### src/hdl/soc_bus_pkg.sv
package soc_bus_pkg;

    // bus widths
    localparam int DATA_W = 32;
    localparam int ADDR_W = 32;
    localparam int BE_W   = DATA_W / 8;

    // one sram chip holds 1M words, address bits 21..2
    localparam int SRAM_ADDR_W = 20;

    // address map
    localparam logic [3:0]  RAM_BASE     = 4'h8;      // 0x8xxx_xxxx
    localparam int          RAM_CHIP_BIT = 22;        // set selects the ext chip
    localparam logic [15:0] PERIPH_BASE  = 16'hBFD0;  // 0xBFD0_xxxx

    // register banks in the peripheral region
    localparam int NUM_PERIPH  = 4;
    localparam int SLOT_W      = 2;
    localparam int SLOT_LSB    = 8;  // slot from bits 9..8
    localparam int REG_IDX_W   = 2;
    localparam int REG_IDX_LSB = 2;  // register from bits 3..2

    // ram access timing
    localparam int RAM_WAIT_CYCLES = 2;
    localparam int WAIT_CNT_W      = $clog2(RAM_WAIT_CYCLES + 1);

    // target of a read, passed from the decoder to the read mux
    localparam int         KIND_W    = 2;
    localparam logic [1:0] RD_NONE   = 2'd0;
    localparam logic [1:0] RD_PERIPH = 2'd1;
    localparam logic [1:0] RD_RAM    = 2'd2;

endpackage

### src/hdl/dbus_decoder.sv
`timescale 1ns/1ps

module dbus_decoder (
    input  logic [soc_bus_pkg::ADDR_W-1:0]      m_addr_i,
    input  logic [soc_bus_pkg::BE_W-1:0]        m_be_i,
    input  logic                                m_read_i,
    input  logic                                m_write_i,
    input  logic [soc_bus_pkg::DATA_W-1:0]      m_wrdata_i,

    // register banks
    output logic [soc_bus_pkg::NUM_PERIPH-1:0]  bank_we_o,
    output logic [soc_bus_pkg::REG_IDX_W-1:0]   reg_idx_o,
    output logic [soc_bus_pkg::DATA_W-1:0]      wr_data_o,
    output logic [soc_bus_pkg::BE_W-1:0]        wr_be_o,

    // sram controller, chip bit on top of the word address
    output logic                                ram_req_o,
    output logic                                ram_write_o,
    output logic [soc_bus_pkg::SRAM_ADDR_W:0]   ram_addr_o,

    // read target for the read mux
    output logic [soc_bus_pkg::KIND_W-1:0]      rd_kind_o,
    output logic [soc_bus_pkg::SLOT_W-1:0]      rd_slot_o
);

    logic                           ram_hit;
    logic                           periph_hit;
    logic [soc_bus_pkg::SLOT_W-1:0] slot;

    assign ram_hit    = (m_addr_i[soc_bus_pkg::ADDR_W-1 -: 4] == soc_bus_pkg::RAM_BASE);
    assign periph_hit = (m_addr_i[soc_bus_pkg::ADDR_W-1 -: 16] == soc_bus_pkg::PERIPH_BASE);

    assign slot      = m_addr_i[soc_bus_pkg::SLOT_LSB +: soc_bus_pkg::SLOT_W];
    assign reg_idx_o = m_addr_i[soc_bus_pkg::REG_IDX_LSB +: soc_bus_pkg::REG_IDX_W];

    // data and byte enables are shared by banks and ram
    assign wr_data_o = m_wrdata_i;
    assign wr_be_o   = m_be_i;

    // one-hot bank write strobe, unmapped writes hit nothing
    always_comb begin
        bank_we_o = '0;
        if (periph_hit && m_write_i) begin
            bank_we_o[slot] = 1'b1;
        end
    end

    assign ram_req_o   = ram_hit && (m_read_i || m_write_i);
    assign ram_write_o = m_write_i;
    assign ram_addr_o  = {m_addr_i[soc_bus_pkg::RAM_CHIP_BIT],
                          m_addr_i[2 +: soc_bus_pkg::SRAM_ADDR_W]};

    always_comb begin
        rd_kind_o = soc_bus_pkg::RD_NONE;
        if (m_read_i) begin
            if (ram_hit) begin
                rd_kind_o = soc_bus_pkg::RD_RAM;
            end else if (periph_hit) begin
                rd_kind_o = soc_bus_pkg::RD_PERIPH;
            end
        end
    end

    assign rd_slot_o = slot;

endmodule

### src/hdl/reg_bank.sv
`timescale 1ns/1ps

module reg_bank (
    input  logic                               clk,
    input  logic                               rst_n,
    input  logic                               we_i,
    input  logic [soc_bus_pkg::REG_IDX_W-1:0]  reg_idx_i,
    input  logic [soc_bus_pkg::DATA_W-1:0]     wr_data_i,
    input  logic [soc_bus_pkg::BE_W-1:0]       wr_be_i,
    input  logic [soc_bus_pkg::DATA_W-1:0]     pins_i,
    output logic [soc_bus_pkg::DATA_W-1:0]     rd_data_o,
    output logic [soc_bus_pkg::DATA_W-1:0]     port_o
);

    logic [soc_bus_pkg::DATA_W-1:0] reg0_q;  // output port
    logic [soc_bus_pkg::DATA_W-1:0] reg2_q;
    logic [soc_bus_pkg::DATA_W-1:0] reg3_q;

    function automatic logic [soc_bus_pkg::DATA_W-1:0] merge_bytes(
        input logic [soc_bus_pkg::DATA_W-1:0] old_word,
        input logic [soc_bus_pkg::DATA_W-1:0] new_word,
        input logic [soc_bus_pkg::BE_W-1:0]   be
    );
        logic [soc_bus_pkg::DATA_W-1:0] res;
        res = old_word;
        for (int b = 0; b < soc_bus_pkg::BE_W; b++) begin
            if (be[b]) begin
                res[8*b +: 8] = new_word[8*b +: 8];
            end
        end
        return res;
    endfunction

    always_ff @(posedge clk or negedge rst_n) begin
        if (!rst_n) begin
            reg0_q <= '0;
            reg2_q <= '0;
            reg3_q <= '0;
        end else if (we_i) begin
            case (reg_idx_i)
                2'd0:    reg0_q <= merge_bytes(reg0_q, wr_data_i, wr_be_i);
                2'd2:    reg2_q <= merge_bytes(reg2_q, wr_data_i, wr_be_i);
                2'd3:    reg3_q <= merge_bytes(reg3_q, wr_data_i, wr_be_i);
                default: ;  // register 1 is the input pins
            endcase
        end
    end

    // read word lands one cycle after the index
    always_ff @(posedge clk) begin
        case (reg_idx_i)
            2'd0:    rd_data_o <= reg0_q;
            2'd1:    rd_data_o <= pins_i;
            2'd2:    rd_data_o <= reg2_q;
            default: rd_data_o <= reg3_q;
        endcase
    end

    assign port_o = reg0_q;

endmodule

### src/hdl/dbus_rdmux.sv
`timescale 1ns/1ps

module dbus_rdmux (
    input  logic                               clk,
    input  logic                               rst_n,
    input  logic [soc_bus_pkg::KIND_W-1:0]     rd_kind_i,
    input  logic [soc_bus_pkg::SLOT_W-1:0]     rd_slot_i,
    input  logic [soc_bus_pkg::NUM_PERIPH-1:0][soc_bus_pkg::DATA_W-1:0] bank_rd_data_i,
    input  logic [soc_bus_pkg::DATA_W-1:0]     ram_rd_data_i,
    input  logic                               ram_done_i,
    output logic [soc_bus_pkg::DATA_W-1:0]     m_rddata_o
);

    logic [soc_bus_pkg::KIND_W-1:0] kind_q;
    logic [soc_bus_pkg::SLOT_W-1:0] slot_q;

    // follow the banks' registered read port
    always_ff @(posedge clk or negedge rst_n) begin
        if (!rst_n) begin
            kind_q <= soc_bus_pkg::RD_NONE;
            slot_q <= '0;
        end else begin
            kind_q <= rd_kind_i;
            slot_q <= rd_slot_i;
        end
    end

    always_comb begin
        if (ram_done_i) begin
            m_rddata_o = ram_rd_data_i;  // ram word bypasses the stage
        end else if (kind_q == soc_bus_pkg::RD_PERIPH) begin
            m_rddata_o = bank_rd_data_i[slot_q];
        end else begin
            m_rddata_o = '0;  // unmapped reads
        end
    end

endmodule

### src/hdl/sram_ctrl.sv
`timescale 1ns/1ps

module sram_ctrl (
    input  logic                                 clk,
    input  logic                                 rst_n,
    input  logic                                 req_i,
    input  logic                                 write_i,
    input  logic [soc_bus_pkg::SRAM_ADDR_W:0]    addr_i,  // chip bit on top
    input  logic [soc_bus_pkg::BE_W-1:0]         be_i,
    input  logic [soc_bus_pkg::DATA_W-1:0]       wr_data_i,
    input  logic [soc_bus_pkg::DATA_W-1:0]       base_ram_data_i,
    input  logic [soc_bus_pkg::DATA_W-1:0]       ext_ram_data_i,

    output logic                                 stall_o,
    output logic                                 done_o,
    output logic [soc_bus_pkg::DATA_W-1:0]       rd_data_o,

    output logic [soc_bus_pkg::SRAM_ADDR_W-1:0]  ram_addr_o,
    output logic [soc_bus_pkg::BE_W-1:0]         ram_be_n_o,
    output logic                                 base_ram_ce_n_o,
    output logic                                 ext_ram_ce_n_o,
    output logic                                 ram_oe_n_o,
    output logic                                 ram_we_n_o,
    output logic [soc_bus_pkg::DATA_W-1:0]       ram_data_o,
    output logic                                 ram_data_oe_o
);

    typedef enum logic [1:0] {
        ST_IDLE,
        ST_ACCESS,
        ST_DONE
    } state_t;

    state_t                               state_q;
    logic [soc_bus_pkg::WAIT_CNT_W-1:0]   wait_cnt_q;

    logic [soc_bus_pkg::SRAM_ADDR_W:0]    addr_q;
    logic [soc_bus_pkg::BE_W-1:0]         be_q;
    logic [soc_bus_pkg::DATA_W-1:0]       data_q;
    logic                                 write_q;

    logic                                 start;
    logic                                 active;
    logic                                 is_write;
    logic                                 chip_ext;
    logic [soc_bus_pkg::SRAM_ADDR_W:0]    addr_sel;
    logic [soc_bus_pkg::BE_W-1:0]         be_sel;
    logic [soc_bus_pkg::DATA_W-1:0]       data_sel;

    assign start  = (state_q == ST_IDLE) && req_i;
    assign active = start || (state_q == ST_ACCESS);

    // first strobe cycle runs straight from the request, then from the latches
    assign addr_sel = (state_q == ST_IDLE) ? addr_i    : addr_q;
    assign be_sel   = (state_q == ST_IDLE) ? be_i      : be_q;
    assign data_sel = (state_q == ST_IDLE) ? wr_data_i : data_q;
    assign is_write = (state_q == ST_IDLE) ? write_i   : write_q;
    assign chip_ext = addr_sel[soc_bus_pkg::SRAM_ADDR_W];

    always_ff @(posedge clk or negedge rst_n) begin
        if (!rst_n) begin
            state_q    <= ST_IDLE;
            wait_cnt_q <= '0;
        end else begin
            case (state_q)
                ST_IDLE: begin
                    if (req_i) begin
                        state_q    <= ST_ACCESS;
                        wait_cnt_q <= 1;  // this cycle already counts
                    end
                end
                ST_ACCESS: begin
                    if (wait_cnt_q == soc_bus_pkg::WAIT_CNT_W'(soc_bus_pkg::RAM_WAIT_CYCLES - 1)) begin
                        state_q <= ST_DONE;
                    end else begin
                        wait_cnt_q <= wait_cnt_q + 1'b1;
                    end
                end
                default: state_q <= ST_IDLE;  // done, held request ignored
            endcase
        end
    end

    always_ff @(posedge clk) begin
        if (start) begin
            addr_q  <= addr_i;
            be_q    <= be_i;
            data_q  <= wr_data_i;
            write_q <= write_i;
        end
    end

    // sample the chip at the end of the last strobe cycle
    always_ff @(posedge clk) begin
        if (state_q == ST_ACCESS) begin
            rd_data_o <= addr_q[soc_bus_pkg::SRAM_ADDR_W] ? ext_ram_data_i : base_ram_data_i;
        end
    end

    assign stall_o = active;
    assign done_o  = (state_q == ST_DONE);

    assign ram_addr_o      = addr_sel[soc_bus_pkg::SRAM_ADDR_W-1:0];
    assign ram_be_n_o      = ~be_sel;
    assign base_ram_ce_n_o = ~(active && !chip_ext);
    assign ext_ram_ce_n_o  = ~(active && chip_ext);
    assign ram_oe_n_o      = ~(active && !is_write);
    assign ram_we_n_o      = ~(active && is_write);
    assign ram_data_o      = data_sel;
    assign ram_data_oe_o   = active && is_write;

endmodule

### src/hdl/soc_bus_top.sv
`timescale 1ns/1ps

module soc_bus_top (
    input  logic                                 clk,
    input  logic                                 rst_n,

    // data bus master
    input  logic [soc_bus_pkg::ADDR_W-1:0]       m_addr_i,
    input  logic [soc_bus_pkg::BE_W-1:0]         m_be_i,
    input  logic                                 m_read_i,
    input  logic                                 m_write_i,
    input  logic [soc_bus_pkg::DATA_W-1:0]       m_wrdata_i,
    output logic [soc_bus_pkg::DATA_W-1:0]       m_rddata_o,
    output logic                                 m_stall_o,

    input  logic [soc_bus_pkg::NUM_PERIPH-1:0][soc_bus_pkg::DATA_W-1:0] periph_in_i,
    output logic [soc_bus_pkg::NUM_PERIPH-1:0][soc_bus_pkg::DATA_W-1:0] periph_out_o,

    // sram pins, tristate split into in / out / oe
    input  logic [soc_bus_pkg::DATA_W-1:0]       base_ram_data_i,
    input  logic [soc_bus_pkg::DATA_W-1:0]       ext_ram_data_i,
    output logic [soc_bus_pkg::SRAM_ADDR_W-1:0]  ram_addr_o,
    output logic [soc_bus_pkg::BE_W-1:0]         ram_be_n_o,
    output logic                                 base_ram_ce_n_o,
    output logic                                 ext_ram_ce_n_o,
    output logic                                 ram_oe_n_o,
    output logic                                 ram_we_n_o,
    output logic [soc_bus_pkg::DATA_W-1:0]       ram_data_o,
    output logic                                 ram_data_oe_o
);

    logic [soc_bus_pkg::NUM_PERIPH-1:0]                          bank_we;
    logic [soc_bus_pkg::REG_IDX_W-1:0]                           reg_idx;
    logic [soc_bus_pkg::DATA_W-1:0]                              wr_data;
    logic [soc_bus_pkg::BE_W-1:0]                                wr_be;
    logic                                                        ram_req;
    logic                                                        ram_write;
    logic [soc_bus_pkg::SRAM_ADDR_W:0]                           ram_addr;
    logic [soc_bus_pkg::KIND_W-1:0]                              rd_kind;
    logic [soc_bus_pkg::SLOT_W-1:0]                              rd_slot;
    logic [soc_bus_pkg::NUM_PERIPH-1:0][soc_bus_pkg::DATA_W-1:0] bank_rd_data;
    logic [soc_bus_pkg::DATA_W-1:0]                              ram_rd_data;
    logic                                                        ram_done;

    dbus_decoder u_decoder (
        .m_addr_i    (m_addr_i),
        .m_be_i      (m_be_i),
        .m_read_i    (m_read_i),
        .m_write_i   (m_write_i),
        .m_wrdata_i  (m_wrdata_i),
        .bank_we_o   (bank_we),
        .reg_idx_o   (reg_idx),
        .wr_data_o   (wr_data),
        .wr_be_o     (wr_be),
        .ram_req_o   (ram_req),
        .ram_write_o (ram_write),
        .ram_addr_o  (ram_addr),
        .rd_kind_o   (rd_kind),
        .rd_slot_o   (rd_slot)
    );

    for (genvar i = 0; i < soc_bus_pkg::NUM_PERIPH; i++) begin : g_bank
        reg_bank u_bank (
            .clk       (clk),
            .rst_n     (rst_n),
            .we_i      (bank_we[i]),
            .reg_idx_i (reg_idx),
            .wr_data_i (wr_data),
            .wr_be_i   (wr_be),
            .pins_i    (periph_in_i[i]),
            .rd_data_o (bank_rd_data[i]),
            .port_o    (periph_out_o[i])
        );
    end

    dbus_rdmux u_rdmux (
        .clk            (clk),
        .rst_n          (rst_n),
        .rd_kind_i      (rd_kind),
        .rd_slot_i      (rd_slot),
        .bank_rd_data_i (bank_rd_data),
        .ram_rd_data_i  (ram_rd_data),
        .ram_done_i     (ram_done),
        .m_rddata_o     (m_rddata_o)
    );

    sram_ctrl u_sram_ctrl (
        .clk             (clk),
        .rst_n           (rst_n),
        .req_i           (ram_req),
        .write_i         (ram_write),
        .addr_i          (ram_addr),
        .be_i            (wr_be),
        .wr_data_i       (wr_data),
        .base_ram_data_i (base_ram_data_i),
        .ext_ram_data_i  (ext_ram_data_i),
        .stall_o         (m_stall_o),  // only ram stalls the master
        .done_o          (ram_done),
        .rd_data_o       (ram_rd_data),
        .ram_addr_o      (ram_addr_o),
        .ram_be_n_o      (ram_be_n_o),
        .base_ram_ce_n_o (base_ram_ce_n_o),
        .ext_ram_ce_n_o  (ext_ram_ce_n_o),
        .ram_oe_n_o      (ram_oe_n_o),
        .ram_we_n_o      (ram_we_n_o),
        .ram_data_o      (ram_data_o),
        .ram_data_oe_o   (ram_data_oe_o)
    );

endmodule

### config.mk
export PLATFORM = sky130hd
export DESIGN_NAME = soc_bus_top
export DESIGN_NICKNAME = d
export VERILOG_FILES = /design/src/hdl/soc_bus_pkg.sv /design/src/hdl/dbus_decoder.sv /design/src/hdl/reg_bank.sv /design/src/hdl/dbus_rdmux.sv /design/src/hdl/sram_ctrl.sv /design/src/hdl/soc_bus_top.sv
export SDC_FILE = /design/constraint.sdc
export NUM_CORES = 1
export LEC_CHECK = 0
export ABC_CLOCK_PERIOD_IN_PS = 3900
export BUFFER_PORTS_ARGS = -buffer_cell sky130_fd_sc_hd__buf_2
export CORE_UTILIZATION = 40
export CTS_CLUSTER_SIZE = 14
export DETAILED_ROUTE_END_ITERATION = 6
export SYNTH_ARGS = -nofsm -noshare
export SYNTH_HDL_FRONTEND = slang
export SYNTH_SLANG_ARGS = --single-unit
### constraint.sdc
create_clock -name clk -period 3.9 [get_ports clk]
set_input_delay 0.585 -clock clk [delete_from_list [all_inputs] [get_ports clk]]
set_output_delay 0.585 -clock clk [all_outputs]
set_load 0.01 [all_outputs]
==> results of run 1 <==
## metrics by stage
stage          cell area (um2)  hold slack [ns]
4_1_cts                  31300           0.0938
3_3_place_gp             29100            0.481
6_report                 31300           0.0376
2_1_floorplan            25600            0.289
5_1_grt                  31300            0.110
3_5_place_dp             29100            0.487
## worst paths after layout
path / slack (ns) / startpoint / endpoint / cells after the start
worst max-delay path: 0.69 / u_rdmux.slot_q[1] / m_rddata_o[16] / 4
worst min-delay path: 0.04 / rst_n / g_bank[0].u_bank.port_o[7] / 1
worst max register to register: 1.28 / u_sram_ctrl.state_q[0] / u_sram_ctrl.data_q[8] / 3
worst min register to register: 0.50 / g_bank[3].u_bank.reg3_q[31] / g_bank[3].u_bank.reg3_q[31] / 1
max in group asynchronous: 2.80 / rst_n / g_bank[0].u_bank.reg2_q[8] / 2
min in group clk: 0.19 / m_addr_i[5] / u_sram_ctrl.addr_q[3] / 1
## registers in the layout, indices dropped and copies added, names as in the netlist
name / count
g_bank.u_bank.reg2_q: 128
u_rdmux.kind_q: 2
g_bank.u_bank.reg3_q: 128
u_sram_ctrl.rd_data_o: 32
u_sram_ctrl.write_q: 1
g_bank.u_bank.rd_data_o: 128
u_sram_ctrl.addr_q: 21
u_sram_ctrl.wait_cnt_q: 2
u_sram_ctrl.state_q: 2
u_sram_ctrl.be_q: 4
u_rdmux.slot_q: 2
g_bank.u_bank.port_o: 128
u_sram_ctrl.data_q: 32
## routing by layer
metal	share of wire, %	track usage (%)
met4	2.3	6.78
met1	43	31.6
met3	5.0	4.13
met2	50	38.3
met5	0.069	0
## kinds of logic (layout without fill, tap and decap cells)
group / count (synthesis) / after routing / share of synthesized area [%]
mux: 635 / 635 / 35.0
fa+ha+maj: 1 / 1 / 0.0489
simple gates: 109 / 109 / 3.25
compound gates: 34 / 34 / 1.16
other cells: 0 / 3 / 0
buf+inv: 105 / 650 / 1.60
flops: 610 / 610 / 59.0
## layout by cell type (no fill, tap or decap), types with 5 or more instances in the layout
cell type	n
buf_2	480
mux2_2	450
dfrtp_1	390
mux4_2	160
dfxtp_1	128
edfxtp_1	90
clkbuf_16	70
a22o_1	32
buf_4	31
nand2_1	25
mux2_1	19
clkbuf_1	15
nor3_4	12
clkinv_2	11
clkinv_1	10
nor3_1	8
nand3_1	8
nand3_2	8
clkbuf_8	8
mux2i_1	6
buf_12	6
nand4_1	5
nor2_2	5
inv_6	5
## area by class of cell
cell class                 instances  area (um2)
tap                              846        1060
fill                            5477       31800
inverter                           3        11.3
clock buffer                      93        1920
antenna                            3        7.51
timing repair buffer             520        2800
multi-input combinational        779       10100
clock inverter                    34         275
sequential                       610       15100
## power groups by stage
stage / Clock (W) / Sequential [W] / Combinational, W
CTS: 0.00641 / 0.00655 / 0.000812
finish: 0.00626 / 0.00655 / 0.000792
global placement: 0 / 0.00667 / 0.000800
global route: 0.00666 / 0.00655 / 0.000865
floorplan: 0 / 0.00665 / 0.000388
detailed placement: 0 / 0.00667 / 0.000809
## worst register-to-register path: cells and delay by family (launching register included)
kind	cells	cell delay (ns)
AOI/OAI and AO/OA	1	0.29
buffers and inverters	1	0.81
and+or+nand+nor	1	0.62
DFF	1	0.45
==> metrics.cfg, run 1 <==
[timing]
slew_headroom_pct=27.0
fin_ws_ns=0.694
hold_violations=0
fin_skew_ns=0.0173
fmax_mhz=312
period_share_pct=82.2
setup_viol=0
worst_pin_slew_ns=1.09
slew_viol_final=0
fin_tns_setup_ns=0
fin_crit_ns=3.21
rsz0062_at_grt=no

[drt]
vias=15600
drc_errors=0
ant_nets=0
drt_iter0_drc=1013
firstDrtPassIters=4
wl_mm=75.2
wl_per_cell_um=26.0
avgViaCountPerCell=5.39

[synth]
synth_area_leaders=dfrtp_1, mux2_2, mux4_2
ys.warnings.count=0
seq_area_frac_synth_pct=59.0
synth_largest_area_cell=dfrtp_1
synth_commonest_cells=mux2_2, dfrtp_1, mux4_2
postSynthCellCount=1494
syn_nets=1759
yosysMostFrequentCell=mux2_2
syn_area_um2=25600
ys_types=42
yosysTopAreaCellShare_pct=38.4
synthFlopType=dfrtp_1
synth_edf_count=90
syn_avg_cell_area_um2=17.1
async_flop_share_pct=64.3
ys_seq_elements=610

[floorplan]
fp.coreArea_um2=63100
ios=486
rows=92
start_util_pct=40.5
die_x_um=255
die-area_um2=64900
die_h_um=255

[pwr]
seqPwrFrac_pct=48.1
power.switching_w=0.00308
combPwrFrac_pct=5.8
ir_drop_v=0.000293
leakage_nw=15.0
power_w=0.0136
clkPwrFrac_pct=46.0
p_per_area_nw_per_um2=435
switching_share_pct=22.6
internal_power_w=0.0105

[layout]
drive_gt1_share_pct=62.5
area_growth_syn_to_layout_pct=22.3
fin_util_pct=49.6
final_cells=2888
fin_nets=2248

[cts]
max-clock-path-buffers=3
clkTransAtPathRegs_ns=0.06
cts-root-buf=clkbuf_16
htreeDepth=3
cts_setup_buffers=0
cts.sink_count=610
cts_resized=0
cts_hold_buf=0
cts_made_buffers=69
clkLatencyLatePin_ns=0.60
cts_tree=done

[critical_path]
end_kind=primary output
startpoint_type=flop
crit_family=flip-flops
criticalPathCategory=reg -> out
critPathMaxFanout=19
cp_slowest_stage_delay_ns=0.97
cp.buffers_inverters=2
cp.arrival_ns=2.62
slowest_stage=dfrtp_2
required_ns=3.31
crit_path_cell_trace=buf_4, mux4_2, a22o_1, buf_2

[global_route]
grt_pass1_vias=16200
grt_antenna_before_repair=6
overflow=0
grt_max_degree=107
grt_first_pass_wirelength_mm=109
globalRouteTotalUtil_pct=23.3

[place]
post-place-ws_ns=0.380
gp_congestion=0.793
dp.cells=2758
hpwl_mm=49.5
io_buffers=483

[flow_run]
maxCapViolCount=0

[hold_path]
hp-class=in -> async

[status]
status=finished, final reports clean

(Power assumes the default switching activity.)
==> run 2: changes to the inputs <==
Settings changed: ABC_AREA set to 1, ABC_CLOCK_PERIOD_IN_PS 3900 to 3360.
Clock period 3.9 ns to 3.36 ns, I/O delays scaled along.
==> metrics.cfg, run 2 <==
[pwr]
ir_drop_v=0.000306  ; +4.5%
power_w=0.0167  ; +23%
combPwrFrac_pct=7.5  ; +1.7 points
clkPwrFrac_pct=47.1  ; +1.1 points
power.switching_w=0.00408  ; +33%
seqPwrFrac_pct=45.4  ; -2.7 points
internal_power_w=0.0126  ; +20%
leakage_nw=16.8  ; +12%
p_per_area_nw_per_um2=505  ; +16%
switching_share_pct=24.4  ; +1.8 points

[place]
hpwl_mm=68.6  ; +39%
gp_congestion=0.850  ; +7.2%
io_buffers=483  ; unchanged
post-place-ws_ns=0.741  ; +0.360 ns

[synth]
ys.warnings.count=0  ; unchanged
seq_area_frac_synth_pct=54.6  ; -4.3 points
ys_types=29  ; -31%
synthFlopType=dfrtp_1
syn_nets=3581  ; +100%
synth_edf_count=90  ; unchanged
yosysTopAreaCellShare_pct=35.5  ; -2.8 points
postSynthCellCount=3316  ; +120%
synth_largest_area_cell=dfrtp_1
syn_avg_cell_area_um2=8.32  ; -51%
ys_seq_elements=610  ; unchanged
yosysMostFrequentCell=nand2_1
syn_area_um2=27600  ; +7.9%
async_flop_share_pct=64.3  ; unchanged
synth_area_leaders=dfrtp_1, nand2_1, nand4_1
synth_commonest_cells=nand2_1, nand4_1, dfrtp_1

[floorplan]
die_h_um=265  ; +3.9%
rows=95  ; +3.3%
ios=486  ; unchanged
start_util_pct=40.7  ; +0.20 points
die-area_um2=70000  ; +7.9%
fp.coreArea_um2=67800  ; +7.4%
die_x_um=265  ; +3.9%

[critical_path]
r2r-end=u_sram_ctrl.data_q[26]
rrSetupSlack_ns=1.03  ; -0.25 ns
crit-reg2reg-launch=u_sram_ctrl.state_q[1]
end_kind=primary output
criticalPathCategory=reg -> out
cp_slowest_stage_delay_ns=0.67  ; -0.30 ns
crit_family=buffers and inverters
cp.buffers_inverters=3  ; +1
startpoint_type=flop
slowest_stage=dfrtp_2
required_ns=2.86  ; -0.45 ns
ff2ff_path_depth=5  ; +2
crit_path_cell_trace=nor2_4, inv_2, buf_4, nand2_1, o21ai_0, buf_2
critPathMaxFanout=35  ; +16
cp.arrival_ns=2.63  ; about the same

[timing]
fin_ws_ns=0.224  ; -0.470 ns
worst_pin_slew_ns=0.800  ; -0.294 ns
period_share_pct=93.3
hold_violations=0  ; unchanged
fmax_mhz=319
fin_tns_setup_ns=0  ; unchanged
slew_viol_final=0  ; unchanged
fin_crit_ns=3.14
setup_viol=0  ; unchanged
rsz0062_at_grt=no
fin_skew_ns=0.0171  ; -0.000192 ns
slew_headroom_pct=46.6  ; +20 points

[global_route]
grt_pass1_vias=24200  ; +49%
overflow=0  ; unchanged
grt_max_degree=111  ; +3.7%
globalRouteTotalUtil_pct=28.3  ; +5.0 points
grt_first_pass_wirelength_mm=151  ; +39%
grt_antenna_before_repair=13  ; +7

[drt]
drt-met1-wl_mm=40.9  ; +27%
ant_nets=0  ; unchanged
route.met2.wl_mm=47.0  ; +26%
drc_errors=0  ; unchanged
drt_iter0_drc=2293  ; +130%
vias=25300  ; +62%
firstDrtPassIters=5  ; +1
avgViaCountPerCell=5.46  ; +1.3%
wl_mm=99.3  ; +32%
wl_per_cell_um=21.4  ; -18%
highest-signal-layer=met5
wl_met3_mm=7.67  ; +100%

[cts]
max-clock-path-buffers=3  ; unchanged
cts-root-buf=clkbuf_16
cts_made_buffers=70  ; +1.4%
clkLatencyLatePin_ns=0.60  ; about the same
cts.sink_count=610  ; unchanged
clkTransAtPathRegs_ns=0.06  ; about the same
htreeDepth=3  ; unchanged
cts_tree=done

[layout]
fin_util_pct=48.9  ; -0.70 points
nFillCells=6614  ; +21%
area_growth_syn_to_layout_pct=20.0
final_cell_mix=nand2_1, nand4_1, buf_2
drive_gt1_share_pct=19.7  ; -43 points
fin_nets=3960  ; +76%
final_common_cell=nand2_1

[hold_path]
hold_end=u_sram_ctrl.addr_q[10]
whs_path_depth=1
min_from=m_addr_i[12]
hp-class=in -> reg

[flow_run]
maxCapViolCount=0  ; unchanged

[status]
status=finished, final reports clean

==> run 2: cell types whose count changed after synthesis, moves of 18 or more <==
cell	previous run	this run
inv_1	3	21
mux2_1	19	0
a21oi_1	0	64
buf_2	3	31
o31ai_1	0	32
nand2_1	25	1678
nand4_1	5	513
mux2_2	450	1
nand3_4	0	21
buf_6	1	40
nand3_1	8	60
mux4_2	160	0
clkbuf_1	72	181
a22o_1	32	0
==> run 2: stage by stage <==
step                area, um2  hold slack, ns  cells
floorplan               27600           0.208   3316
finish                  33100          0.0899   4629
detailed placement      30700           0.458   4495
global route            33100          0.0646   4628
global placement        30700           0.453   4495
CTS                     33100          0.0573   4626
==> run 2: kinds of logic (layout without fill, tap and decap cells) <==
group                      after synthesis  in the layout  synth area share (%)
and+or+nand+nor                       2297           2297                  37.4
DFF                                    610            610                  54.6
buffers and inverters                  301            738                  5.59
AOI/OAI and AO/OA                      102            102                  2.14
muxes                                    5              5                 0.186
adders and majority gates                1              1                0.0453
other                                    0              3                     0
==> run 2: worst max path at each step <==
stage | to | startpoint | cells after the start | slack (ns)
6_report | ram_addr_o[1] | u_sram_ctrl.state_q[1] | 6 | 0.22
5_1_grt | ram_addr_o[18] | u_sram_ctrl.state_q[1] | 6 | 0.06
4_1_cts | m_rddata_o[26] | u_rdmux.slot_q[1] | 6 | 0.12
3_5_place_dp | m_rddata_o[26] | u_rdmux.slot_q[1] | 6 | 0.74
3_3_place_gp | m_rddata_o[26] | u_rdmux.slot_q[1] | 6 | 0.78
2_1_floorplan | ram_we_n_o | u_sram_ctrl.state_q[1] | 7 | 0.29
==> run 2: what timing repair did <==
action | in CTS | in global routing
setup endpoints to repair | 0 | 2
gates resized for setup | 0 | 1
setup buffers | 0 | 0
hold endpoints to repair | 69 | 0
hold buffers | 1 | 0
==> run 2: worst register-to-register path: stages (launching register included) <==
cell	delay, ns
dfrtp_2	0.58
nor2_4	0.19
buf_4	0.40
nand2_1	0.20
clkinv_2	0.09
buf_4	0.43
==> run 2: final cells by class <==
cell class | instances | area, um2 | area share (%)
repair buffers | 583 | 3420 | 10.3
flip-flops and latches | 610 | 15100 | 45.5
well taps | 873 | 1090 | 3.30
clock inverters | 16 | 149 | 0.450
diodes | 3 | 7.51 | 0.0227
inverters | 25 | 109 | 0.329
clock buffers | 114 | 2250 | 6.78
multi-input cells | 2405 | 11000 | 33.3
==> run 2: power by group through the flow <==
stage          Sequential [W]  Clock, W  Combinational [W]
2_1_floorplan         0.00772         0           0.000554
3_3_place_gp          0.00773         0            0.00125
3_5_place_dp          0.00773         0            0.00125
4_1_cts               0.00759   0.00801            0.00125
5_1_grt               0.00759   0.00829            0.00135
6_report              0.00759   0.00787            0.00125
==> run 2: routing by layer <==
metal	track usage (%)	vias up
li1	-	11900
met1	36.8	12200
met2	46.0	956
met3	6.29	177
met4	10.9	10
met5	0	-
